--- config.mk ---
export PLATFORM = sky130hd
export DESIGN_NAME = dense_layer_engine
export DESIGN_NICKNAME = d
export VERILOG_FILES = /design/src/design/gat_pkg.sv /design/src/design/dense_layer_engine.sv
export SDC_FILE = /design/constraint.sdc
export NUM_CORES = 1
export LEC_CHECK = 0
export BUFFER_PORTS_ARGS = -buffer_cell sky130_fd_sc_hd__buf_2
export CORE_MARGIN = 1
export CORE_UTILIZATION = 37
export DETAILED_ROUTE_END_ITERATION = 6
export GPL_TIMING_DRIVEN = 0
export PLACE_DENSITY = 0.56
export SLEW_MARGIN = 20
export SYNTH_ARGS = -nofsm -noshare
export SYNTH_HDL_FRONTEND = slang
export SYNTH_SLANG_ARGS = --single-unit
--- constraint.sdc ---
create_clock -name clk -period 10.1 [get_ports clk]
set_clock_uncertainty 0.2 [all_clocks]
set_input_delay 1.515 -clock clk [delete_from_list [all_inputs] [get_ports clk]]
set_output_delay 1.515 -clock clk [all_outputs]
set_load 0.05 [all_outputs]
--- src/design/gat_pkg.sv ---
package gat_pkg;

  // ========================================
  // Data widths
  // ========================================
  localparam int DATA_WIDTH     = 8;
  localparam int COL_W          = 4;
  localparam int NODE_WORD_W    = COL_W + DATA_WIDTH;
  localparam int ROW_LEN_W      = 5;
  localparam int OUT_WIDTH      = 24;

  // ========================================
  // Feature counts
  // ========================================
  localparam int NUM_FEAT_IN    = 16;
  localparam int NUM_FEAT_OUT   = 4;
  localparam int NUM_FEAT_FINAL = 2;

  // ReLU upper clamp of a first-layer feature
  localparam int FEAT_MAX       = 4095;

  // ========================================
  // Weight memory
  // ========================================
  // First matrix at in * 4 + out, second at 64 + feat * 2 + final
  localparam int W1_BITS        = NUM_FEAT_IN * NUM_FEAT_OUT * DATA_WIDTH;
  localparam int W2_BITS        = NUM_FEAT_OUT * NUM_FEAT_FINAL * DATA_WIDTH;
  localparam int WGT_DEPTH      = (W1_BITS + W2_BITS) / DATA_WIDTH;
  localparam int WGT_ADDR_W     = 7;

  // Shared node memory word
  // Sparse rows use the col/val view, layer-one features use the flat view
  typedef union packed {
    struct packed {
      logic [COL_W-1:0]             col;
      logic signed [DATA_WIDTH-1:0] val;
    } sparse;
    logic [NODE_WORD_W-1:0] feat;
  } node_word_u;

endpackage

--- src/design/dense_layer_engine.sv ---
module dense_layer_engine
  import gat_pkg::*;
#(
  parameter int NUM_NODES   = 8,
  localparam int NODE_IDX_W  = $clog2(NUM_NODES),
  localparam int FEAT_ADDR_W = $clog2(NUM_NODES * NUM_FEAT_OUT),
  localparam int OUT_DEPTH   = NUM_NODES * NUM_FEAT_FINAL,
  localparam int OUT_ADDR_W  = $clog2(OUT_DEPTH)
) (
  input  logic                   clk,
  input  logic                   rst_n,
  input  logic                   l1_done_i,
  input  logic [W2_BITS-1:0]     w2_i,
  input  node_word_u             node_rd_data_i,
  input  logic [OUT_ADDR_W-1:0]  feat_rd_addr_i,
  output logic [FEAT_ADDR_W-1:0] l2_rd_addr_o,
  output logic                   gat_ready_o,
  output logic [OUT_WIDTH-1:0]   feat_rd_data_o
);

  localparam int FEAT_IDX_W = $clog2(NUM_FEAT_OUT);
  localparam int FIN_IDX_W  = $clog2(NUM_FEAT_FINAL);

  localparam logic [2:0] S_IDLE  = 3'd0;
  localparam logic [2:0] S_READ  = 3'd1;
  localparam logic [2:0] S_DRAIN = 3'd2;
  localparam logic [2:0] S_WRITE = 3'd3;
  localparam logic [2:0] S_DONE  = 3'd4;

  logic [2:0]                   state;
  logic [NODE_IDX_W-1:0]        node_idx;
  logic [FEAT_IDX_W-1:0]        feat_idx;
  logic [FEAT_IDX_W-1:0]        vld_idx;
  logic [FIN_IDX_W-1:0]         fin_idx;
  logic                         rd_vld;
  logic signed [DATA_WIDTH-1:0] feat_wgt [NUM_FEAT_FINAL];
  logic signed [OUT_WIDTH-1:0]  prod [NUM_FEAT_FINAL];
  logic signed [OUT_WIDTH-1:0]  acc [NUM_FEAT_FINAL];
  logic [OUT_WIDTH-1:0]         out_mem [OUT_DEPTH];
  logic                         out_wr_en;
  logic [OUT_ADDR_W-1:0]        out_wr_addr;

  // ========================================
  // Node sequencer
  // ========================================
  always_ff @(posedge clk or negedge rst_n) begin
    if (!rst_n) begin
      state       <= S_IDLE;
      node_idx    <= '0;
      feat_idx    <= '0;
      vld_idx     <= '0;
      fin_idx     <= '0;
      rd_vld      <= 1'b0;
      gat_ready_o <= 1'b0;
    end else begin
      rd_vld  <= (state == S_READ);
      vld_idx <= feat_idx;
      case (state)
        S_IDLE: begin
          if (l1_done_i) begin
            state <= S_READ;
          end
        end
        S_READ: begin
          feat_idx <= feat_idx + 1'b1;
          if (feat_idx == FEAT_IDX_W'(NUM_FEAT_OUT - 1)) begin
            state <= S_DRAIN;
          end
        end
        S_DRAIN: state <= S_WRITE;
        S_WRITE: begin
          fin_idx <= fin_idx + 1'b1;
          if (fin_idx == FIN_IDX_W'(NUM_FEAT_FINAL - 1)) begin
            if (node_idx == NODE_IDX_W'(NUM_NODES - 1)) begin
              state       <= S_DONE;
              gat_ready_o <= 1'b1;
            end else begin
              node_idx <= node_idx + 1'b1;
              state    <= S_READ;
            end
          end
        end
        default: ;
      endcase
    end
  end

  assign l2_rd_addr_o = FEAT_ADDR_W'(int'(node_idx) * NUM_FEAT_OUT + int'(feat_idx));

  // Features are unsigned, weights signed
  always_comb begin
    for (int f = 0; f < NUM_FEAT_FINAL; f++) begin
      feat_wgt[f] = w2_i[(int'(vld_idx) * NUM_FEAT_FINAL + f) * DATA_WIDTH +: DATA_WIDTH];
      prod[f]     = $signed({1'b0, node_rd_data_i.feat}) * feat_wgt[f];
    end
  end

  // First feature of a node restarts the sums
  always_ff @(posedge clk) begin
    if (rd_vld) begin
      for (int f = 0; f < NUM_FEAT_FINAL; f++) begin
        if (vld_idx == '0) begin
          acc[f] <= prod[f];
        end else begin
          acc[f] <= acc[f] + prod[f];
        end
      end
    end
  end

  // ========================================
  // Output memory
  // ========================================
  assign out_wr_en   = (state == S_WRITE);
  assign out_wr_addr = OUT_ADDR_W'(int'(node_idx) * NUM_FEAT_FINAL + int'(fin_idx));

  always_ff @(posedge clk) begin
    if (out_wr_en) begin
      out_mem[out_wr_addr] <= acc[fin_idx];
    end
    feat_rd_data_o <= out_mem[feat_rd_addr_i];
  end

  a_out_addr: assert property (@(posedge clk) disable iff (!rst_n)
    out_wr_en |-> (int'(node_idx) * NUM_FEAT_FINAL + int'(fin_idx) < OUT_DEPTH));

endmodule

**Word level (Yosys, flattened, before mapping)**

Memory sizes are Yosys's and may differ from the RTL's. A register that Yosys moved wholly into a read port is not among the register bits.
Cells that the tools add are included.

- Flip-flop bits (word level): 13
- Input bits: 83
- Bits in writable memories: 432
- Bits in latches: 0
- Memories kept: 2
- Word-level logic and storage cells: 53
- Bits in read-only memories: 0

- Equal/unequal tests: 8
- Add/sub/neg operators: 8
- Divide/modulo/power cells: 0
- Shifts and indexed selects: 2
- Bitwise operators: 3
- Multiply operators: 2
- Muxes and demuxes: 15
- Reductions and logical operators: 6
- Order comparisons: 0

Memory list:

| name | depth | bits a word | rd ports | clocked after memory_dff | wr ports | line | source |
|---|---|---|---|---|---|---|---|
| out_mem | 16 | 24 | 1 | 1 | 1 | dense_layer_engine.sv:39 | `logic [OUT_WIDTH-1:0] out_mem [OUT_DEPTH];` |
| acc | 2 | 24 | 3 | 0 | 2 | dense_layer_engine.sv:38 | `logic signed [OUT_WIDTH-1:0] acc [NUM_FEAT_FINAL];` |

Operators with widths:

| operator | number |
|---|---|
| $shiftx A64 B7 Y8 | 1 |
| $shiftx A64 B8 Y8 | 1 |
| $add A24 B21 Y24 | 2 |
| $mux W24 | 2 |
| $mul A13 B8 Y21 | 2 |
| $mux W3 | 4 |
| $pmux W3 S4 | 1 |
| $mux W1 | 8 |
| $eq A3 B2 Y1 const B | 2 |
| $reduce_and A3 Y1 | 2 |
| $add A5 B2 Y5 | 1 |
| $add A3 B1 Y4 const B | 1 |
| $add A4 B1 Y4 | 1 |
| $ne A2 B2 Y1 const B | 2 |
| $reduce_and A4 Y1 | 1 |
| $reduce_bool A4 Y1 | 1 |
| $add A3 B1 Y3 const B | 1 |
| $eq A3 B1 Y1 const B | 1 |
| $eq A3 B3 Y1 const B | 1 |
| $logic_not A3 Y1 | 1 |
| $add A2 B1 Y2 const B | 1 |
| $eq A2 B2 Y1 const B | 1 |
| $logic_not A2 Y1 | 1 |
| $ne A2 B1 Y1 const B | 1 |
| other kinds (3) | 4 |

**Longest topological paths before layout**

- Word-level depth: 5
- Depth in mapped cells: 31

**Worst setup path before layout**

Ideal clock, no wire load.

- Path kind: input port to flip-flop
- Start: input port w2_i[47]
- End: memory acc[1][23], data pin
- Setup time: 0.263 ns
- Buffers on the path: 1
- Setup slack: 2.012 ns
- Arrival: 7.625 ns
- Stages: 25
- Path through: mux2_2 > o21ai_0 > clkbuf_1 > nor2_1 > fa_1 > fa_1 > fa_1 > inv_1 > fa_1 > inv_1 > ha_1 > o21a_1 > o21a_1 > a21oi_2 > a211oi_1 > o21a_1 > o21a_1 > o41a_4 > xnor2_4 > ha_1 > a21o_1 > a21o_1 > a2111oi_1 > a211oi_2 > xnor2_1

RTL lines:

| item | line | source |
|---|---|---|
| from (decl) | dense_layer_engine.sv:13 | `input logic [W2_BITS-1:0] w2_i,` |
| to (decl) | dense_layer_engine.sv:38 |  |

==> qor.yml <==
outcome: "complete, no violations"
p_total_mw: 7.55
worstSetupPathType: "reg -> reg"
syn_nets: 2247
root_buffer: "clkbuf_16"
synth_edf_count: 432
core-area_um2: 71700
post-cts-setup-buffer-count: 0
vdd_drop_max_mv: 0.182
grt_pass1_vias: 16700
slowest_delay_ns: 0.57
synth-seq-area-share_pct: 51.3
power_leakage_nw: 11.8
cts_buffer_depth: 3
synth_ff_type: "edfxtp_1"
rsz0062_at_grt: "false"
hold_viol: 0
netlist_top_cells_count: "edfxtp_1 (432), inv_1 (210), ha_1 (159)"
crit_required_ns: 10.18
grt_pass1_wl_mm: 96.7
cp_slowest_cell: "clkbuf_1"
io_pins: 113
gp_congestion: 0.846
setup_viol: 0
nets: 2431
maxCapViolCount: 0
yosysMostFrequentCell: "edfxtp_1"
clock_latency_ns: 0.55
worstMarginPinSlew_ns: 0.997
cts_tree: "yes"
worst-path-max-fanout: 10
powerDensity_nw_per_um2: 245
nFillCells: 6479
yosys_warnings: 0
ys_seq_elements: 469
syn_area_um2: 26900
cts_num_sinks: 469
overflow: 0
num_rows: 98
worstPathArrival_ns: 9.18
synth_cells: 1881
port_buffers: 108
fmax_ghz: 0.110
avgSynthCellArea_um2: 14.3
drive_gt1_share_pct: 21.0
vias: 15500
drt-total-wl_mm: 62.3
cp-start-kind: "register"
die_w_um: 272
critPathCaptureType: "register"
hold_path_class: "reg -> reg"
drc_errors: 0
whs_ns: 0.237
relSlewSlack_pct: 32.8
drtIter0Drc: 891
dr.pass1.iters: 5
grt.total_usage_pct: 17.1
grt_max_degree: 49
dieArea_um2: 73700
numCtsBuffers: 46
synth.area.top_cells: "edfxtp_1 (48%), mux4_2 (11%), fa_1 (9.2%)"
start_util_pct: 37.5
fp.dieH_um: 272
avgRoutedWirePerCell_um: 20.4
drtAntennaViolNets: 0
cts_resized: 0
htreeDepth: 2
finalCritPeriodShare_pct: 90.1
dpl.hpwl_mm: 46.4
seqCellArea_um2: 13800
cts_hold_buf: 0
antenna_found_initial: 0
async_flop_share_pct: 2.77
period_minus_slack_ns: 9.10
via_per_inst: 5.09
multiInputGateArea_um2: 12100
ys_types: 69
area_delta_synth_final_pct: 14.7
synth_top_cell_area_share_pct: 48.3
setup_tns_ns: 0
diodes: 0
synth_top_area_cell: "edfxtp_1"
clk_pin_slew_ns: 0.06
drv_slew: 0
==> path summary, 6_finish.rpt <==
check | startpoint | end | slack, ns | cells after the start
hold / removal | feat_idx[1]$_DFFE_PN0P_ | vld_idx[1]$_DFF_PN0_ | 0.24 | 0
min in group asynchronous | rst_n | vld_idx[0]$_DFF_PN0_ | 0.65 | 1
hold reg to reg | feat_idx[1]$_DFFE_PN0P_ | vld_idx[1]$_DFF_PN0_ | 0.24 | 0
setup / recovery | vld_idx[1]$_DFF_PN0_ | acc[0][23]$_DFFE_PP_ | 1.00 | 30
setup reg to reg | vld_idx[1]$_DFF_PN0_ | acc[0][23]$_DFFE_PP_ | 1.00 | 30
max in group asynchronous | rst_n | vld_idx[1]$_DFF_PN0_ | 8.83 | 1
==> worst max-delay path: cells and delay by family (launching register included) <==
family	cells	cell delay, ns
adders and majority gates	6	2.78
AOI/OAI and AO/OA	12	2.42
buffers and inverters	7	1.92
xor gates and xnor gates	2	0.57
muxes	2	0.52
DFF	1	0.34
and+or+nand+nor	1	0.06
==> state kept, by name (all words and copies together), names as in the netlist <==
| register | flops |
|---|---|
| out_mem | 384 |
| acc | 48 |
| feat_rd_data_o | 24 |
| node_idx | 3 |
| state | 3 |
| feat_idx | 2 |
| vld_idx | 2 |
| fin_idx | 1 |
| gat_ready_o | 1 |
| rd_vld | 1 |
==> kinds of logic after synthesis <==
kind of cell / Yosys count / synth area share, %
DFF: 469 / 51.3
and+or+nand+nor: 370 / 7.02
buffers and inverters: 284 / 4.04
adders and majority gates: 283 / 16.6
AOI/OAI and AO/OA: 222 / 5.48
muxes: 178 / 13.1
xor gates and xnor gates: 75 / 2.51
==> power breakdown <==
part / total [mW] / internal (mW) / switching [mW]
registers: 2.18 / 2.17 / 0.00352
logic: 3.49 / 1.45 / 2.04
clock network: 1.89 / 1.16 / 0.726
==> metal layers <==
metal / GRT usage [%] / vias up / wire, µm
met2: 31.6 / 278 / 32600
met4: 4.27 / 0 / 1330
met1: 21.5 / 7989 / 26600
met5: 0 / - / 0
met3: 1.49 / 87 / 1760
li1: - / 7193 / -
==> placed cells by master, fill, tap and decap left out, types with 14 or more instances in the layout <==
cell type,instances
dfxtp_1,24
ha_1,159
a21oi_1,62
o21ai_0,53
clkbuf_1,60
edfxtp_1,432
buf_2,116
clkbuf_16,47
xor2_1,32
nor3_1,14
buf_4,14
nand2_1,94
and2_1,131
mux2_2,37
a21o_1,25
xnor2_1,42
inv_1,210
fa_1,124
o21bai_1,15
nor2_1,58
mux4_2,134
==> metrics by stage <==
step / utilization (%) / cells / area [µm²] / setup slack, ns
2_1_floorplan: - / 1881 / 26900 / 2.01
3_3_place_gp: 39.9 / 2939 / 28600 / 0.369
3_5_place_dp: 40.6 / 2967 / 29200 / 0.264
4_1_cts: 43.0 / 3052 / 30800 / 0.786
5_1_grt: 43.0 / 3052 / 30800 / 0.334
6_report: 43.0 / 3052 / 30800 / 1.00
==> cell type report <==
type	count	share of cell area, %
Timing Repair Buffer	136	3.14
Clock buffer	61	4.21
Buffer	74	0.998
Tap cell	950	3.85
Clock inverter	24	1.25
Sequential cell	469	44.7
Multi-Input combinational cell	1128	39.3
Inverter	210	2.56
Power figures use the tool's default switching activity.
