--- config.mk ---
export PLATFORM = sky130hd
export DESIGN_NAME = sparse_layer_engine
export DESIGN_NICKNAME = d
export VERILOG_FILES = /design/src/design/gat_pkg.sv /design/src/design/sparse_layer_engine.sv
export SDC_FILE = /design/constraint.sdc
export NUM_CORES = 1
export LEC_CHECK = 0
export BUFFER_PORTS_ARGS = -buffer_cell sky130_fd_sc_hd__buf_2
export CAP_MARGIN = 15
export CELL_PAD_IN_SITES_DETAIL_PLACEMENT = 0
export CELL_PAD_IN_SITES_GLOBAL_PLACEMENT = 1
export CORE_ASPECT_RATIO = 1.25
export CORE_MARGIN = 1.5
export CORE_UTILIZATION = 45
export CTS_CLUSTER_DIAMETER = 120
export DETAILED_ROUTE_END_ITERATION = 7
export PLACE_DENSITY_LB_ADDON = 0.1
export SYNTH_ARGS = -nofsm -noshare
export SYNTH_HDL_FRONTEND = slang
export SYNTH_SLANG_ARGS = --single-unit
--- constraint.sdc ---
create_clock -name clk -period 7 [get_ports clk]
set_input_delay 1.05 -clock clk [delete_from_list [all_inputs] [get_ports clk]]
set_output_delay 1.05 -clock clk [all_outputs]
set_load 0.01 [all_outputs]
--- src/design/gat_pkg.sv ---
package gat_pkg;

  // ========================================
  // Data widths
  // ========================================
  localparam int DATA_WIDTH     = 8;
  localparam int COL_W          = 4;
  localparam int NODE_WORD_W    = COL_W + DATA_WIDTH;
  localparam int ROW_LEN_W      = 5;
  localparam int OUT_WIDTH      = 24;

  // ========================================
  // Feature counts
  // ========================================
  localparam int NUM_FEAT_IN    = 16;
  localparam int NUM_FEAT_OUT   = 4;
  localparam int NUM_FEAT_FINAL = 2;

  // ReLU upper clamp of a first-layer feature
  localparam int FEAT_MAX       = 4095;

  // ========================================
  // Weight memory
  // ========================================
  // First matrix at in * 4 + out, second at 64 + feat * 2 + final
  localparam int W1_BITS        = NUM_FEAT_IN * NUM_FEAT_OUT * DATA_WIDTH;
  localparam int W2_BITS        = NUM_FEAT_OUT * NUM_FEAT_FINAL * DATA_WIDTH;
  localparam int WGT_DEPTH      = (W1_BITS + W2_BITS) / DATA_WIDTH;
  localparam int WGT_ADDR_W     = 7;

  // Shared node memory word
  // Sparse rows use the col/val view, layer-one features use the flat view
  typedef union packed {
    struct packed {
      logic [COL_W-1:0]             col;
      logic signed [DATA_WIDTH-1:0] val;
    } sparse;
    logic [NODE_WORD_W-1:0] feat;
  } node_word_u;

endpackage

--- src/design/sparse_layer_engine.sv ---
module sparse_layer_engine
  import gat_pkg::*;
#(
  parameter int NUM_NODES   = 8,
  parameter int NNZ_DEPTH   = 64,
  localparam int NODE_DEPTH  = NNZ_DEPTH + NUM_NODES * NUM_FEAT_OUT,
  localparam int NODE_ADDR_W = $clog2(NODE_DEPTH),
  localparam int NODE_IDX_W  = $clog2(NUM_NODES)
) (
  input  logic                   clk,
  input  logic                   rst_n,
  input  logic                   node_wr_en_i,
  input  logic [NODE_IDX_W-1:0]  node_addr_i,
  input  logic [ROW_LEN_W-1:0]   node_len_i,
  input  logic                   h_load_done_i,
  input  logic                   sched_rdy_i,
  input  logic [W1_BITS-1:0]     w1_i,
  input  node_word_u             node_rd_data_i,
  output logic [NODE_ADDR_W-1:0] l1_rd_addr_o,
  output logic                   l1_wr_en_o,
  output logic [NODE_ADDR_W-1:0] l1_wr_addr_o,
  output node_word_u             l1_wr_data_o,
  output logic                   l1_done_o
);

  localparam int ACC_W     = 2 * DATA_WIDTH + $clog2(NUM_FEAT_IN) + 1;
  localparam int OUT_IDX_W = $clog2(NUM_FEAT_OUT);

  localparam logic [2:0] S_IDLE  = 3'd0;
  localparam logic [2:0] S_INFO  = 3'd1;
  localparam logic [2:0] S_LEN   = 3'd2;
  localparam logic [2:0] S_ENTRY = 3'd3;
  localparam logic [2:0] S_DRAIN = 3'd4;
  localparam logic [2:0] S_WRITE = 3'd5;
  localparam logic [2:0] S_DONE  = 3'd6;

  logic [ROW_LEN_W-1:0]         info_mem [NUM_NODES];
  logic [ROW_LEN_W-1:0]         info_len;
  logic [2:0]                   state;
  logic [NODE_IDX_W-1:0]        node_idx;
  logic [ROW_LEN_W-1:0]         remaining;
  logic [NODE_ADDR_W-1:0]       ptr;
  logic [OUT_IDX_W-1:0]         out_idx;
  logic                         ent_vld;
  logic                         last_node;
  logic signed [DATA_WIDTH-1:0] col_wgt [NUM_FEAT_OUT];
  logic signed [ACC_W-1:0]      acc [NUM_FEAT_OUT];

  function automatic logic [NODE_WORD_W-1:0] relu_clamp(input logic signed [ACC_W-1:0] a);
    if (a < 0) begin
      return '0;
    end else if (a > FEAT_MAX) begin
      return NODE_WORD_W'(FEAT_MAX);
    end
    return a[NODE_WORD_W-1:0];
  endfunction

  // Node-info memory, row length per node
  always_ff @(posedge clk) begin
    if (node_wr_en_i) begin
      info_mem[node_addr_i] <= node_len_i;
    end
    info_len <= info_mem[node_idx];
  end

  assign last_node = (node_idx == NODE_IDX_W'(NUM_NODES - 1));

  // ========================================
  // Row walker
  // ========================================
  // ptr keeps running across nodes, rows are packed back to back
  always_ff @(posedge clk or negedge rst_n) begin
    if (!rst_n) begin
      state     <= S_IDLE;
      node_idx  <= '0;
      remaining <= '0;
      ptr       <= '0;
      out_idx   <= '0;
      ent_vld   <= 1'b0;
      l1_done_o <= 1'b0;
    end else begin
      ent_vld   <= (state == S_ENTRY);
      l1_done_o <= 1'b0;
      case (state)
        S_IDLE: begin
          if (h_load_done_i && sched_rdy_i) begin
            state <= S_INFO;
          end
        end
        S_INFO: state <= S_LEN;
        S_LEN: begin
          remaining <= info_len;
          state     <= (info_len == '0) ? S_WRITE : S_ENTRY;
        end
        S_ENTRY: begin
          ptr       <= ptr + 1'b1;
          remaining <= remaining - 1'b1;
          if (remaining == ROW_LEN_W'(1)) begin
            state <= S_DRAIN;
          end
        end
        S_DRAIN: state <= S_WRITE;
        S_WRITE: begin
          out_idx <= out_idx + 1'b1;
          if (out_idx == OUT_IDX_W'(NUM_FEAT_OUT - 1)) begin
            if (last_node) begin
              state     <= S_DONE;
              l1_done_o <= 1'b1;
            end else begin
              node_idx <= node_idx + 1'b1;
              state    <= S_INFO;
            end
          end
        end
        default: ;
      endcase
    end
  end

  // Weight row picked by the column of the returning entry
  always_comb begin
    int base;
    base = int'(node_rd_data_i.sparse.col) * NUM_FEAT_OUT;
    for (int o = 0; o < NUM_FEAT_OUT; o++) begin
      col_wgt[o] = w1_i[(base + o) * DATA_WIDTH +: DATA_WIDTH];
    end
  end

  always_ff @(posedge clk) begin
    for (int o = 0; o < NUM_FEAT_OUT; o++) begin
      if (state == S_LEN) begin
        acc[o] <= '0;
      end else if (ent_vld) begin
        acc[o] <= acc[o] + node_rd_data_i.sparse.val * col_wgt[o];
      end
    end
  end

  // ========================================
  // Feature write-back
  // ========================================
  assign l1_rd_addr_o = ptr;
  assign l1_wr_en_o   = (state == S_WRITE);
  assign l1_wr_addr_o = NODE_ADDR_W'(NNZ_DEPTH + int'(node_idx) * NUM_FEAT_OUT + int'(out_idx));

  always_comb begin
    l1_wr_data_o.feat = relu_clamp(acc[out_idx]);
  end

  // Host supplies rows no longer than the input width
  a_row_len: assert property (@(posedge clk) disable iff (!rst_n)
    (state == S_LEN) |-> (info_len <= ROW_LEN_W'(NUM_FEAT_IN)));

endmodule

==> After elaboration in Yosys (flattened, before gate mapping) <==
Memory sizes are Yosys's and may differ from the RTL's. A register that Yosys moved wholly into a read port is not among the register bits.
Index checks and enable logic that the tools add are counted.
{ "totals": {"ram_bits": 124, "output_inout_bits": 28, "word_cells": 81, "input_bits": 537, "latchBits": 0, "memories": 2, "ff_bits": 22, "romBits": 0} }
{ "memory_table": {"columns": ["name", "words", "width", "read_ports", "rd_ports_with_merged_regs", "wr", "line", "text"], "rows": [
  ["acc", 4, 21, 5, 0, 4, "sparse_layer_engine.sv:47", "logic signed [ACC_W-1:0] acc [NUM_FEAT_OUT];"],
  ["info_mem", 8, 5, 1, 1, 1, "sparse_layer_engine.sv:37", "logic [ROW_LEN_W-1:0] info_mem [NUM_NODES];"]
]} }
{ "classes": {"eq_ne": 11, "n_lt_le_gt_ge": 2, "reduce_logical": 7, "bitwise_logic": 5, "div_mod_pow": 0, "n_shift": 4, "mux": 26, "multipliers": 4, "n_addsub": 13} }
{ "ops": {"columns": ["operator", "count"], "rows": [
  ["variable part select 512 x 11 -> 8 bit", 3],
  ["variable part select 512 x 10 -> 8 bit", 1],
  ["adder 21 x 16 -> 21 bit", 4],
  ["two-way mux 21 bit", 4],
  ["multiplier 8 x 8 -> 16 bit", 4],
  ["two-way mux 12 bit", 3],
  ["> comparator 21 x 13 -> 1 bit (second input constant)", 1],
  ["less-than comparator 21 x 1 -> 1 bit (second input constant)", 1],
  ["one-hot mux 3 bit (6 select lines)", 1],
  ["two-way mux 3 bit", 5],
  ["adder 6 x 2 -> 7 bit (second input constant)", 2],
  ["two-way mux 1 bit", 12],
  ["one-hot mux 5 bit (2 select lines)", 1],
  ["== test 3 bit (second input constant)", 3],
  ["adder 6 x 1 -> 7 bit (second input constant)", 1],
  ["adder 7 x 1 -> 7 bit (second input constant)", 1],
  ["adder 7 x 2 -> 7 bit", 1],
  ["adder 7 x 5 -> 7 bit (first input constant)", 1],
  ["== test 3 x 2 -> 1 bit (second input constant)", 2],
  ["nonzero test 6 bit", 1],
  ["== test 5 x 1 -> 1 bit (second input constant)", 1],
  ["logical NOT 5 bit", 1],
  ["subtractor 5 x 1 -> 5 bit (second input constant)", 1],
  ["!= test 2 x 1 -> 1 bit (second input constant)", 2],
  ["12 further kinds", 15]
]} }

==> Longest topological paths before layout <==
{ "logic_depth": {"depth_word": 5, "mapped_depth": 24, "ltp_nobuf": 21} }

==> Least setup slack after synthesis <==
No wires, ideal clock.
{ "synth_timing": {"path_kind": "input to register", "start": "input port node_rd_data_i[9] (netlist name)", "end": "memory acc[2][17] (netlist name), data pin", "setup_ps": 131, "path_slack_ps": -139, "arrival_ps": 7008, "path_stages": 19, "cell_sequence": "buf_2 > clkbuf_1 > mux4_2 > mux4_2 > and2_1 > inv_2 > fa_1 > inv_1 > fa_1 > fa_1 > fa_1 > fa_1 > ha_1 > o21ai_0 > o21a_1 > o31ai_1 > a21boi_0 > or4_1 > nand2_1"} }
{ "synth_lines": {"columns": ["element", "line", "text"], "rows": [
  ["from (decl)", "sparse_layer_engine.sv:18", "input node_word_u node_rd_data_i,"],
  ["to (decl)", "sparse_layer_engine.sv:47", null]
]} }

==> metrics.yaml <==
sta:
  rsz0062_at_grt: "no"
  min_period_ns: 6.78
  skew_ns: 0.0145
  finalMaxSlewViolations: 0
  fmaxAchievable_mhz: 147
  maxSlewHeadroom_pct: 23.2
  tightestPinTransition_ns: 1.15
  setup_viol_count_final: 0
  layout_worst_path_cycle_share_pct: 96.9
  holdWs_ns: 0.462
  hold_viol_final: 0
die:
  die_y_um: 266
  die-area_um2: 56800
  die_w_um: 213
  rows: 96
  start_util_pct: 45.5
  core_area_um2: 54800
  io_pins: 565
outcome:
  status: "finished clean"
synth:
  ys_seq_elements: 151
  synthCells: 2184
  synthArstFlopShare_pct: 14.6
  synth_top_area_share_pct: 29.6
  synth_edf_count: 124
  yosys.cell_types.count: 63
  avgSynthCellArea_um2: 11.4
  yosys.area.top_type: "fa_1"
  ys_warn_count: 0
  netlist_area_um2: 24900
  ys.flop_type: "edfxtp_1"
  ys_top_cells_by_area: "fa_1 30%, mux4_2 16%, edfxtp_1 15%"
  ys_seq_area_share_pct: 17.6
  syn_nets: 3287
placement:
  hpwl_um: 89900
  dpl_cell_area_um2: 30300
  place_inst: 3631
  gp_congestion: 1.07
  portBuffers: 562
route:
  drt_pass1_iterations: 5
  drcViolationCount: 0
  avgViaCountPerCell: 5.74
  drtIter0Drc: 1711
  postRouteAntennaNets: 0
  wire_per_inst_um: 28.1
  route.vias.total: 21100
  wl_um: 104000
cts:
  cts-root-buf: "clkbuf_16"
  cts_tree: "yes"
  cts_hold_buf: 0
  worstSkewPairLatency_ns: 0.47
  htree_levels: 4
  cts.sinks: 151
  cts_buffers: 17
  path_clk_slew_ns: 0.08
  cts_max_path_buffers: 2
flow_run:
  drv_cap: 0
global_routing:
  grt_overflow: 0
  grt_first_pass_wirelength_um: 149000
  grt_max_degree: 61
  grt_pass1_vias: 22300
  antenna_found_initial: 31
  grt_usage_pct: 37.6
setup_path:
  critPathLaunchType: "primary input"
  worstSetupPathType: "primary input to register"
  crit_fanout: 15
  worstPathRequired_ns: 7.18
  endpoint_kind: "register"
  arrival_ns: 6.96
layout:
  fin_util_pct: 56.7
  layout.cells.non_filler: 3682
  areaGrowthSynthToFinish_pct: 24.7
  finalNetCount: 4023
  drive_above_1_share_pct: 36.5
  final_area_um2: 31100
hold_path:
  hp-class: "register to register"
-- cells by family (layout without fill, tap and decap cells) --
| family | Yosys count | count (layout) | share of synthesized area [%] |
|---|---|---|---|
| compound gates | 199 | 199 | 5.40 |
| xor+xnor | 72 | 72 | 2.53 |
| fa+ha+maj | 566 | 566 | 39.5 |
| buf+inv | 490 | 1239 | 7.71 |
| flops | 151 | 151 | 17.6 |
| mux | 199 | 199 | 17.1 |
| other cells | 2 | 16 | 0.0302 |
| simple gates | 505 | 505 | 10.2 |
-- per-layer routing --
| metal | track usage (%) | vias to the layer above | share of wire, % | wire, µm |
|---|---|---|---|---|
| li1 | - | 8869 | - | - |
| met1 | 48.6 | 10900 | 38 | 39700 |
| met2 | 57.3 | 1127 | 45 | 46500 |
| met3 | 13.3 | 186 | 12 | 12500 |
| met4 | 15.4 | 16 | 4.5 | 4710 |
| met5 | 0 | - | 0.11 | 112 |
-- critical path: stages --
cell and delay, ns:
buf_8 0.22, buf_12 0.20, mux4_2 0.57, mux4_2 0.65, and2_1 0.25, buf_12 0.15, fa_1 0.48, inv_1 0.05
fa_1 0.51, inv_1 0.06, fa_1 0.55, fa_1 0.43, ha_1 0.29, ha_1 0.31, a21oi_1 0.16, o21ai_1 0.14
buf_4 0.16, a21oi_1 0.22, nand3_1 0.13, mux2i_1 0.18, o311ai_0 0.16
-- flip-flops by register name, indices dropped and copies added (netlist names), 2 cells and up --
signal / cells
node_idx: 3
info_len: 5
l1_rd_addr_o: 7
remaining: 5
info_mem: 40
out_idx: 2
acc: 84
state: 3
-- metrics by stage --
step	setup slack, ns	setup TNS (ns)
after global routing	0.0215	0
after detailed placement	-0.339	-6.93
after CTS	0.130	0
after floorplan	-0.0314	-0.0456
after global placement	-0.282	-4.94
final	0.218	0
-- layout make-up --
cell class | instances | area (µm²)
multi-input cells | 1543 | 18700
flip-flops and latches | 151 | 4370
inverters | 403 | 1510
well taps | 735 | 920
clock buffers | 17 | 425
clock inverters | 15 | 196
diodes | 14 | 35.0
repair buffers | 804 | 4930
fillers | 4791 | 23700
-- cell usage in the layout, fill, tap and decap left out, types with 9 or more instances in the layout --
cell type / count
a211oi_1: 17
a21o_1: 13
a21oi_1: 43
a31o_2: 14
a31oi_1: 9
and2_1: 157
buf_12: 16
buf_2: 560
buf_4: 219
clkbuf_16: 19
dfrtp_1: 22
diode_2: 14
edfxtp_1: 124
fa_1: 367
ha_1: 198
inv_1: 397
mux2_2: 12
mux4_2: 179
nand2_1: 129
nand2b_1: 9
nand3_1: 11
nand4_1: 9
nor2_1: 108
nor3_1: 34
o21a_1: 18
o21ai_0: 32
xnor2_1: 50
xor2_1: 22
-- cells in the mapped netlist (8+ instances only) --
master and instances:
nand3_1 11, and2_1 162, nor2_1 108, mux2_2 12, a21oi_1 44, nor3_1 34
mux2i_1 8, o21bai_1 9, a211oi_1 19, buf_2 14, xor2_1 22, xnor2_1 50
fa_1 368, dfrtp_1 22, clkbuf_1 55, nand2b_1 9, a31oi_1 9, o21ai_0 34
nand2_1 129, edfxtp_1 124, mux4_2 179, inv_1 397, nand4_1 9, a31o_2 14
o21a_1 18, ha_1 198, a21o_1 13
-- worst paths after layout --
kind | depth (start not counted) | slack [ns] | endpoint | from
setup / recovery | 21 | 0.22 | acc[1][19] | node_rd_data_i[8]
hold / removal | 1 | 0.46 | l1_rd_addr_o[6] | l1_rd_addr_o[6]
setup reg to reg | 16 | 2.11 | acc[1][20] | acc[1][6]
hold reg to reg | 1 | 0.46 | l1_rd_addr_o[6] | l1_rd_addr_o[6]
max in group asynchronous | 1 | 6.14 | remaining[4] | rst_n
min in group asynchronous | 1 | 0.53 | state[1] | rst_n
-- timing repair --
action,in CTS,in global routing
gates resized for setup,0,17
setup buffers,0,3
setup endpoints to repair,0,11
Power is not shown: default switching activity piles up to over one toggle a cycle in this logic, so the estimate is an artifact.
