## src/design/gat_pkg.sv

```systemverilog
package gat_pkg;

  // ========================================
  // Data widths
  // ========================================
  localparam int DATA_WIDTH     = 8;
  localparam int COL_W          = 4;
  localparam int NODE_WORD_W    = COL_W + DATA_WIDTH;
  localparam int ROW_LEN_W      = 5;
  localparam int OUT_WIDTH      = 24;

  // ========================================
  // Feature counts
  // ========================================
  localparam int NUM_FEAT_IN    = 16;
  localparam int NUM_FEAT_OUT   = 4;
  localparam int NUM_FEAT_FINAL = 2;

  // ReLU upper clamp of a first-layer feature
  localparam int FEAT_MAX       = 4095;

  // ========================================
  // Weight memory
  // ========================================
  // First matrix at in * 4 + out, second at 64 + feat * 2 + final
  localparam int W1_BITS        = NUM_FEAT_IN * NUM_FEAT_OUT * DATA_WIDTH;
  localparam int W2_BITS        = NUM_FEAT_OUT * NUM_FEAT_FINAL * DATA_WIDTH;
  localparam int WGT_DEPTH      = (W1_BITS + W2_BITS) / DATA_WIDTH;
  localparam int WGT_ADDR_W     = 7;

  // Shared node memory word
  // Sparse rows use the col/val view, layer-one features use the flat view
  typedef union packed {
    struct packed {
      logic [COL_W-1:0]             col;
      logic signed [DATA_WIDTH-1:0] val;
    } sparse;
    logic [NODE_WORD_W-1:0] feat;
  } node_word_u;

endpackage

```

## src/design/weight_scheduler.sv

```systemverilog
module weight_scheduler
  import gat_pkg::*;
(
  input  logic                  clk,
  input  logic                  rst_n,
  input  logic                  wgt_wr_en_i,
  input  logic [WGT_ADDR_W-1:0] wgt_addr_i,
  input  logic [DATA_WIDTH-1:0] wgt_data_i,
  input  logic                  wgt_load_done_i,
  output logic                  sched_rdy_o,
  output logic [W1_BITS-1:0]    w1_o,
  output logic [W2_BITS-1:0]    w2_o
);

  localparam int W1_WORDS = W1_BITS / DATA_WIDTH;

  logic [DATA_WIDTH-1:0] wgt_mem [WGT_DEPTH];
  logic [DATA_WIDTH-1:0] rd_data;
  logic [WGT_ADDR_W-1:0] rd_addr;
  logic [WGT_ADDR_W-1:0] wr_slot;
  logic                  running;
  logic                  rd_vld;

  // Host write port, sweep read port
  always_ff @(posedge clk) begin
    if (wgt_wr_en_i) begin
      wgt_mem[wgt_addr_i] <= wgt_data_i;
    end
    if (running) begin
      rd_data <= wgt_mem[rd_addr];
    end
  end

  // ========================================
  // Sweep control
  // ========================================
  // rd_addr parks at WGT_DEPTH after the sweep, so it runs once per reset
  always_ff @(posedge clk or negedge rst_n) begin
    if (!rst_n) begin
      running     <= 1'b0;
      rd_vld      <= 1'b0;
      rd_addr     <= '0;
      wr_slot     <= '0;
      sched_rdy_o <= 1'b0;
    end else begin
      rd_vld  <= running;
      wr_slot <= rd_addr;
      if (running) begin
        rd_addr <= rd_addr + 1'b1;
        if (rd_addr == WGT_ADDR_W'(WGT_DEPTH - 1)) begin
          running <= 1'b0;
        end
      end else if (wgt_load_done_i && rd_addr == '0) begin
        running <= 1'b1;
      end
      if (rd_vld && wr_slot == WGT_ADDR_W'(WGT_DEPTH - 1)) begin
        sched_rdy_o <= 1'b1;
      end
    end
  end

  // Unpack each returned word into its matrix slot
  always_ff @(posedge clk) begin
    if (rd_vld) begin
      if (int'(wr_slot) < W1_WORDS) begin
        w1_o[int'(wr_slot) * DATA_WIDTH +: DATA_WIDTH] <= rd_data;
      end else begin
        w2_o[(int'(wr_slot) - W1_WORDS) * DATA_WIDTH +: DATA_WIDTH] <= rd_data;
      end
    end
  end

endmodule

```

## config.mk

```make
export PLATFORM = sky130hd
export DESIGN_NAME = weight_scheduler
export DESIGN_NICKNAME = d
export VERILOG_FILES = /design/src/design/gat_pkg.sv /design/src/design/weight_scheduler.sv
export SDC_FILE = /design/constraint.sdc
export NUM_CORES = 1
export LEC_CHECK = 0
export BUFFER_PORTS_ARGS = -buffer_cell sky130_fd_sc_hd__buf_2
export CAP_MARGIN = 40
export CORE_AREA = 10 10 368 334
export DETAILED_ROUTE_END_ITERATION = 10
export DIE_AREA = 0 0 378 344
export SLEW_MARGIN = 10
export SYNTH_ARGS = -nofsm -noshare
export SYNTH_HDL_FRONTEND = slang
export SYNTH_SLANG_ARGS = --single-unit
```

## constraint.sdc

```tcl
create_clock -name clk -period 13.4 [get_ports clk]
set_input_delay 3.35 -clock clk [delete_from_list [all_inputs] [get_ports clk]]
set_output_delay 3.35 -clock clk [all_outputs]
set_load 0.02 [all_outputs]
```

# Yosys cells after proc, flatten, opt, wreduce, memory -nomap -nowiden
# Memories as Yosys holds them, arrays and structs flattened. A register that Yosys moved wholly into a read port is not among the register bits.
# Index checks and enable logic that the tools add are counted.
[totals]
reg_bits = 593
ramBits = 576
input_bits = 19
output_inout_bits = 577
elab_cells = 32
n_memories = 1
[classes]
addsub = 4
order_cmp = 1
n_eq_ne = 2
shifts = 4
mux = 7
bitwise_logic = 1
reduce_logical = 5
[memory_table]
columns = ["memory", "words", "width", "read_ports", "rd_clocked_by_memory_dff", "wr", "line_no", "text"]
rows = [
  ["wgt_mem", 72, 8, 1, 1, 1, "weight_scheduler.sv:17", "logic [DATA_WIDTH-1:0] wgt_mem [WGT_DEPTH];"],
]
[op_table]
columns = ["op", "n"]
rows = [
  ["512-bit bitwise mux", 1],
  ["8-bit by 33-bit variable shift with 512-bit output (first input constant)", 1],
  ["8-bit by 33-bit indexed part select with 512-bit output", 1],
  ["64-bit bitwise mux", 1],
  ["8-bit by 33-bit variable shift with 64-bit output (first input constant)", 1],
  ["8-bit by 33-bit indexed part select with 64-bit output", 1],
  ["10-bit negator with 33-bit output", 1],
  ["11-bit negator with 33-bit output", 1],
  ["7-bit equality test (second input constant)", 2],
  ["7-bit by 7-bit subtractor with 8-bit output (second input constant)", 1],
  ["7-bit by 1-bit adder with 7-bit output (second input constant)", 1],
  ["7-bit logical NOT", 1],
  ["7-bit < comparator (second input constant)", 1],
  ["1-bit 2-to-1 mux", 5],
  ["2-bit AND reduction", 2],
  ["1-bit logical AND", 2],
  ["1-bit inverter", 1],
]

# Logic depth before layout (Yosys ltp)
# Gate-level depths: netlist of run 1.
[logic_depth]
ltp_word = 4
depth_mapped = 15
depth_no_buf = 12

# Worst setup path after synthesis of run 1
# Ideal clock, no wire load.
[synth_timing]
path_kind = "register -> register"
startpoint = "register wr_slot[0]"
endpoint = "register w2_o[0], enable pin"
setup_ps = 420
t_arrival_ps = 4533
required_ps = 12980
path_slack_ps = 8448
path_stages_with_launch = 14
path_buffers = 2
period_less_slack_ps = 4952
path_cell_list = "dfrtp_1 clkbuf_1 inv_1 ha_1 buf_2 inv_1 or3_1 inv_1 nand2_1 ha_1 or4b_2 nor4_1 nand3_1 a2111oi_0"
[synth_via]
elab_chain_len = 3
[synth_rtl]
columns = ["item", "line_no", "text"]
rows = [
  ["from (decl)", "weight_scheduler.sv:20", "logic [WGT_ADDR_W-1:0] wr_slot;"],
  ["from (signal assigned)", "weight_scheduler.sv:47", "wr_slot <= rd_addr;"],
  ["7-bit < comparator", "weight_scheduler.sv:65", "if (int'(wr_slot) < W1_WORDS) begin"],
  ["1-bit inverter (no line)", "--", ""],
  ["2-bit AND reduction (no line)", "--", ""],
  ["to (signal, indexed assignment)", "weight_scheduler.sv:68", "w2_o[(int'(wr_slot) - W1_WORDS) * DATA_WIDTH +: DATA_WIDTH] <= rd_data;"],
  ["to (decl)", "weight_scheduler.sv:12", "output logic [W2_BITS-1:0] w2_o"],
]
# Every way passes these cells.
# A chain may end at the register's enable or synchronous reset.

# Final worst setup path of run 1
[layout_timing]
startpoint = "register wr_slot[0]"
endpoint = "register w2_o[33], enable pin"
# Same word-level chain as after synthesis.

==> results of run 1 <==
registers in the layout (all words and copies together), names as in the netlist:
register	count
wgt_mem	576
w1_o	512
w2_o	64
rd_data	8
rd_addr	7
wr_slot	7
rd_vld	1
running	1
sched_rdy_o	1
worst max path at each step:
stage                                 to  slack [ns]           from  depth (start not counted)
after floorplan                  w2_o[0]        8.45     wr_slot[0]                         13
after global placement     wgt_mem[7][1]        7.79  wgt_addr_i[1]                          3
after detailed placement  wgt_mem[51][7]        7.77    wgt_wr_en_i                          4
after CTS                       w2_o[42]        8.09     wr_slot[0]                         11
after global routing            w2_o[35]        7.67     wr_slot[0]                         11
final                           w2_o[33]        8.12     wr_slot[0]                         11
through the flow:
step / utilization (%) / instance area (um2)
2_1_floorplan: - / 45660
3_3_place_gp: 43.76 / 50260
3_5_place_dp: 44.38 / 50980
4_1_cts: 47.84 / 54950
5_1_grt: 47.89 / 55010
6_report: 47.90 / 55020
final cells by class:
| type | instances | area [um2] | area share, % |
|---|---|---|---|
| Antenna cell | 5 | 12.51 | 0.02274 |
| Clock buffer | 145 | 3134 | 5.697 |
| Clock inverter | 76 | 837.1 | 1.521 |
| Inverter | 12 | 45.04 | 0.08187 |
| Multi-Input combinational cell | 1275 | 9594 | 17.44 |
| Sequential cell | 1177 | 35270 | 64.11 |
| Tap cell | 1500 | 1877 | 3.411 |
| Timing Repair Buffer | 725 | 4248 | 7.721 |
power groups by stage:
stage	sequential, uW	combinational, uW	clock (uW)
finish	4020	61.1	3360
global route	4020	65.5	3550
CTS	4020	61.6	3400
detailed placement	4100	62.2	0
global placement	4100	54.6	0
floorplan	4100	10.0	0
cell usage in the layout (no fill, tap or decap), types with 13 or more instances in the layout:
master / instances
a22oi_1: 31
and2_1: 19
buf_2: 610
buf_4: 87
bufinv_16: 13
clkbuf_1: 19
clkbuf_16: 119
clkinv_1: 16
clkinv_2: 32
dfrtp_1: 14
edfxtp_1: 1160
mux2i_1: 28
mux4_2: 142
nand2_1: 101
nand3_1: 40
nor2_1: 318
nor2b_1: 16
nor3_1: 312
nor3_2: 72
nor4_1: 14
layer usage:
metal	vias to the layer above	track usage [%]	wire length, um
li1	11644	-	-
met1	14609	31.63	60750
met2	1920	34.52	69570
met3	308	8.182	20460
met4	6	8.821	6767
met5	-	0	39
logic make-up after synthesis:
family | Yosys count
flops | 1177
simple gates | 978
buf+inv | 217
mux | 172
compound gates | 103
fa+ha+maj | 12
xor+xnor | 10
==> flow_summary_export.csv, run 1 <==
group,metric,value,unit
worst_setup_path,crit_family,"simple AND/OR/NAND/NOR gates",
worst_setup_path,crit_chain,"inv_1, ha_1, inv_1, or3_1, inv_1, nand2_1, ha_1, or4b_2, nor4_1, nand3_1, nor4b_2",
sta,max_freq,189.2,MHz
sta,fin_setup_tns,0,ns
place,dp_hpwl,111800,um
grt,antenna_found_initial,12,
sta,setup_slack,8.115,ns
power,p_leak,0.01775,uW
synthesis,synth_edf_count,1160,
sta,fin_skew,0.05821,ns
worst_setup_path,crit_required,13.77,ns
status,status,"finished clean",
worst_hold_path,min_path_cells,1,
sta,rsz0062_at_grt,"false",
place,port_buffers,595,
grt,grt.total_usage,23.34,%
worst_setup_path,cp-start-kind,"flop",
synthesis,synthTopCellsByCount,"1,160 x edfxtp_1, 327 x nor2_1, 316 x nor3_1",
detailed_routing,vias,28487,
worst_setup_path,crit_buf_inv,3,
worst_setup_path,crit_type,"flop to flop",
synthesis,syn_area_per_cell,17.11,um2
sta,slew_headroom,33.78,%
worst_setup_path,rr_worst_depth,11,
floorplan,fp.coreArea,0.1149,mm2
worst_hold_path,worstHoldStart,"sched_rdy_o",
worst_setup_path,cp.arrival,5.65,ns
clocking,cts-buffers-inserted,116,
clocking,clk_path_buf_depth,3,
synthesis,synth_top_family_by_area,"simple AND/OR/NAND/NOR gates",
synthesis,synth_top_cell_by_area,"edfxtp_1",
worst_setup_path,cp_max_fo,24,
synthesis,synth-compound-area-share,1.617,%
power,p_sw,1494,uW
clocking,ctsHoldBuffers,0,
worst_hold_path,holdPathEnd,"sched_rdy_o",
power,pwr-share-seq,54.0,%
detailed_routing,drc,0,
power,p_comb_share,0.8,%
synthesis,synthArstFlopShare,1.444,%
synthesis,yosys.area_share.adder,0.3288,%
worst_setup_path,critPathMaxStageDelay,0.95,ns
clocking,clk_pin_slew,0.06,ns
grt,grt_max_degree,73,
final_layout,fill_cells,9714,
sta,hold_viol,0,
clocking,clock_sinks,1177,
detailed_routing,viasPerCell,5.796,
synthesis,synthXorXnorAreaFrac,0.1918,%
floorplan,dieArea,0.1300,mm2
place,place_congestion,0.8769,
power,p_per_area,135.4,mW/mm2
worst_setup_path,timing.rr.start,"wr_slot[0]",
clocking,clockRootBuffer,"clkbuf_16",
grt,grt_pass1_wl,216100,um
synthesis,seq_area_frac_synth,77.22,%
worst_setup_path,worst-r2r-setup-slack,8.12,ns
sta,worst_pin_slew,0.9897,ns
place,dp_slack,7.768,ns
detailed_routing,first_iter_violations,3907,
power,power.internal,5952,uW
clocking,cts_tree,"yes",
synthesis,synthTopCellsByArea,"edfxtp_1 76%, mux4_2 7.0%, nor3_1 3.5%, nor2_1 2.7%, nor3_2 1.5%",
sta,fin_crit_sh,39.44,%
floorplan,pin_count,596,
final_layout,instances_no_fill,4915,
synthesis,synthCells,2669,
floorplan,die_x,378,um
clocking,clock_latency,0.76,ns
worst_setup_path,end_kind,"flop",
sta,slew_viol_final,0,
place,placed_cells,4684,
power,clkPwrFrac,45.2,%
detailed_routing,first_pass_iters,6,
clocking,postCtsSetupRepairBufs,0,
synthesis,synth_flop_cell,"edfxtp_1",
detailed_routing,drt-total-wl,157600,um
grt,grt_overflow,0,
final_layout,drive_above_1_share,34.40,%
detailed_routing,final_antenna_net_count,0,
synthesis,yosysMostFrequentCell,"edfxtp_1",
synthesis,ys_types,63,
synthesis,yosys_warnings,0,
floorplan,start_util,39.75,%
sta,setup_violations,0,
detailed_routing,wl_per_cell,32.06,um
worst_setup_path,crit_slowest_cell,"nor4b_2",
power,switching_share,20.06,%
clocking,cts_htree_levels,3,
final_layout,final_nets,3338,
worst_hold_path,min_path_type,"flop to flop",
worst_setup_path,crit_top_cell,"inv_1",
grt,grt_pass1_vias,26968,
synthesis,yosys.area_share.simple,10.80,%
worst_setup_path,worst_r2r_endpoint,"w2_o[33]",
floorplan,fp-row-count,118,
sta,holdWs,0.5899,ns
power,totalPowerFinal,7447,uW
synthesis,syn_nets,2700,
synthesis,synthDominantCellAreaShare,76.29,%
synthesis,synthMuxAreaShare,7.667,%
flow_run,cap_viol_max_count,0,
power,irDropWorstVdd,0.1124,mV
synthesis,synth-seq-cells,1177,
clocking,cts_resized,0,
floorplan,fp.dieH,344,um
synthesis,mappedNetlistArea,0.04566,mm2
sta,layout_min_cycle_time,5.285,ns
final_layout,area_delta_synth_final,20.49,%
Power figures use the tool's default switching activity.
==> inputs of run 2 (changes only) <==
--- a/config.mk
+++ b/config.mk
@@ -5,11 +5,12 @@
 export SDC_FILE = /design/constraint.sdc
 export NUM_CORES = 1
 export LEC_CHECK = 0
+export ABC_AREA = 1
 export BUFFER_PORTS_ARGS = -buffer_cell sky130_fd_sc_hd__buf_2
 export CAP_MARGIN = 40
-export CORE_AREA = 10 10 368 334
+export CORE_AREA = 10 10 374 340
 export DETAILED_ROUTE_END_ITERATION = 10
-export DIE_AREA = 0 0 378 344
+export DIE_AREA = 0 0 384 350
 export SLEW_MARGIN = 10
 export SYNTH_ARGS = -nofsm -noshare
 export SYNTH_HDL_FRONTEND = slang
==> constraint.sdc (replaced) <==
create_clock -name clk -period 4.74 [get_ports clk]
set_input_delay 1.185 -clock clk [delete_from_list [all_inputs] [get_ports clk]]
set_output_delay 1.185 -clock clk [all_outputs]
set_load 0.02 [all_outputs]
==> run 2 against run 1 <==
Effect of this change:
- sequential share of layout area shrank 1.3 points
- worst setup slack lost 7.2 ns
- worst hold slack lost 0.23 ns
- critical path depth grew 2
- cell count grew 31%
- synthesized area grew 3.7%
- first-iteration DRC count grew 1.3%
- sequential cell count is the same
- utilization shrank 1.0 points
- die area grew 3.4%
- global-route usage shrank 0.29 points
==> flow_summary_export.csv, run 2 <==
group,metric,value,unit
place,dp_hpwl,115500,um
worst_setup_path,crit_required,5.13,ns
synthesis,syn_area_per_cell,11.50,um2
synthesis,synthDominantCellAreaShare,73.55,%
synthesis,yosys_warnings,0,
grt,grt_pass1_wl,227100,um
clocking,cts_htree_levels,3,
sta,slew_viol_final,0,
clocking,cts_resized,0,
clocking,cts_tree,"yes",
final_layout,area_delta_synth_final,18.55,%
synthesis,synth_top_cell_by_area,"edfxtp_1",
detailed_routing,viasPerCell,5.157,
power,p_leak,0.02127,uW
place,place_congestion,0.9272,
synthesis,yosysMostFrequentCell,"edfxtp_1",
detailed_routing,final_antenna_net_count,0,
worst_hold_path,min_path_type,"input pin to async pin",
sta,hold_viol,0,
grt,grt.total_usage,23.05,%
sta,fin_crit_sh,80.35,%
sta,layout_min_cycle_time,3.808,ns
final_layout,reg_top3,"wgt_mem (576), w1_o (512), w2_o (64)",
synthesis,syn_nets,4150,
floorplan,start_util,39.55,%
sta,slew_headroom,37.59,%
place,place_area,0.05235,mm2
clocking,clk_path_buf_depth,3,
synthesis,synthArstFlopShare,1.444,%
detailed_routing,vias,33202,
final_layout,final_cell_mix,"1,160 x edfxtp_1, 974 x nand2_1, 920 x nor2_1",
status,status,"finished clean",
grt,antenna_found_initial,6,
place,port_buffers,595,
synthesis,synth-seq-cells,1177,
sta,rsz0062_at_grt,"false",
worst_setup_path,cp.arrival,4.20,ns
synthesis,synth_edf_count,1160,
floorplan,fp.coreArea,0.1198,mm2
floorplan,fp.dieH,350,um
sta,worst_pin_slew,0.9327,ns
flow_run,cap_viol_max_count,0,
clocking,clk_pin_slew,0.06,ns
clocking,cts-buffers-inserted,119,
synthesis,mappedNetlistArea,0.04736,mm2
power,irDropWorstVdd,0.3817,mV
worst_setup_path,crit_type,"flop to flop",
sta,fin_setup_tns,0,ns
synthesis,ys_types,32,
floorplan,pin_count,596,
final_layout,drive_above_1_share,18.77,%
worst_setup_path,critPathMaxStageDelay,0.52,ns
clocking,clock_sinks,1177,
detailed_routing,drt-total-wl,161300,um
synthesis,synthCells,4119,
power,p_per_area,368.1,mW/mm2
floorplan,fp-row-count,121,
floorplan,dieArea,0.1344,mm2
detailed_routing,wl_per_cell,25.05,um
final_layout,fin_util,46.88,%
grt,grt_overflow,0,
detailed_routing,first_iter_violations,3957,
synthesis,synth_flop_cell,"edfxtp_1",
final_layout,regMostFlops,"wgt_mem",
final_layout,final_common_cell,"edfxtp_1",
worst_setup_path,crit_chain,"inv_2, ha_1, nand4_1, nor2_1, ha_1, inv_1, nor2_4, inv_2, nor2_2, nand2_1, buf_8, buf_4, nor2_1",
final_layout,largest_reg_flops,576,
worst_setup_path,crit_slowest_cell,"nor2_1",
clocking,clockRootBuffer,"clkbuf_16",
detailed_routing,first_pass_iters,6,
clocking,ctsHoldBuffers,0,
final_layout,finalInstanceArea,0.05615,mm2
worst_setup_path,end_kind,"flop",
worst_setup_path,cp_max_fo,11,
grt,grt_max_degree,176,
detailed_routing,drc,0,
clocking,postCtsSetupRepairBufs,0,
synthesis,synthTopCellsByCount,"1,160 x edfxtp_1, 977 x nand2_1, 923 x nor2_1",
clocking,clock_latency,0.76,ns
final_layout,final_nets,4774,
sta,setup_violations,0,
floorplan,die_x,384,um
sta,max_freq,262.6,MHz
grt,grt_pass1_vias,31386,
sta,holdWs,0.3573,ns
synthesis,seq_area_frac_synth,74.45,%
sta,fin_skew,0.03800,ns
synthesis,synthTopCellsByArea,"edfxtp_1 74%, nand2_1 7.7%, nor2_1 7.3%, inv_1 2.9%, o21ai_0 1.7%",
worst_setup_path,cp-start-kind,"flop",
run 2: cell count changes after synthesis, sizes merged, moves of 110 or more:
cell,before,now
mux4,142,0
o21ai,11,165
nor2,327,932
inv,10,380
nand2,103,983
nor3,385,46
nand3,41,151
run 2: kinds of logic after synthesis:
| group | Yosys count | share of synthesized area, % |
|---|---|---|
| AO/OA/AOI/OAI | 193 | 2.090 |
| adder cells (fa/ha/maj) | 12 | 0.3170 |
| XOR/XNOR | 6 | 0.1110 |
| flip-flops | 1177 | 74.45 |
| buffers and inverters | 580 | 5.065 |
| AND/OR/NAND/NOR | 2151 | 17.97 |
run 2: area by class of cell:
class	instances	area, um2
Tap cell	1599	2001
Multi-Input combinational cell	2362	9757
Antenna cell	2	5.005
Clock buffer	149	3112
Timing Repair Buffer	703	3939
Fill cell	10910	63610
Sequential cell	1177	35270
Clock inverter	66	626.9
Inverter	380	1439
run 2: routing by layer:
layer,GRT usage [%],vias to the layer above,share of wire [%]
li1,-,14881,-
met1,29.66,16247,39
met2,37.93,1745,48
met3,4.920,319,9.1
met5,0,-,0.040
met4,9.127,10,4.2
run 2: critical path: cells and delay by family (launching register included):
family        cells  cell delay, ns
fa+ha+maj         2            0.49
buf+inv           5            0.82
simple gates      6            1.73
flops             1            0.39
run 2: power by group:
group	switching (uW)	internal [uW]	leakage (uW)
Sequential	4.59	11400	0.0105
Combinational	147	25.3	0.00898
Clock	4050	5080	0.00179
Total	4200	16500	0.0213
run 2: worst paths after layout:
kind / from / depth (start not counted) / slack, ns / endpoint
worst min register to register: sched_rdy_o / 1 / 0.48 / sched_rdy_o
min in group clk: sched_rdy_o / 1 / 0.48 / sched_rdy_o
worst max-delay path: wr_slot[0] / 13 / 0.93 / w1_o[174]
worst max register to register: wr_slot[0] / 13 / 0.93 / w1_o[174]
max in group asynchronous: rst_n / 1 / 4.01 / rd_addr[1]
worst min-delay path: rst_n / 1 / 0.36 / rd_addr[4]
run 2: through the flow:
| stage | power (uW) | std cells | setup WS [ns] |
|---|---|---|---|
| after global placement | 11750 | 6207 | 0.7452 |
| after CTS | 20760 | 6431 | 0.9978 |
| after detailed placement | 11760 | 6216 | 1.013 |
| after global routing | 21190 | 6436 | 0.7293 |
| final | 20670 | 6438 | 0.9315 |
| after floorplan | 11620 | 4119 | 1.517 |
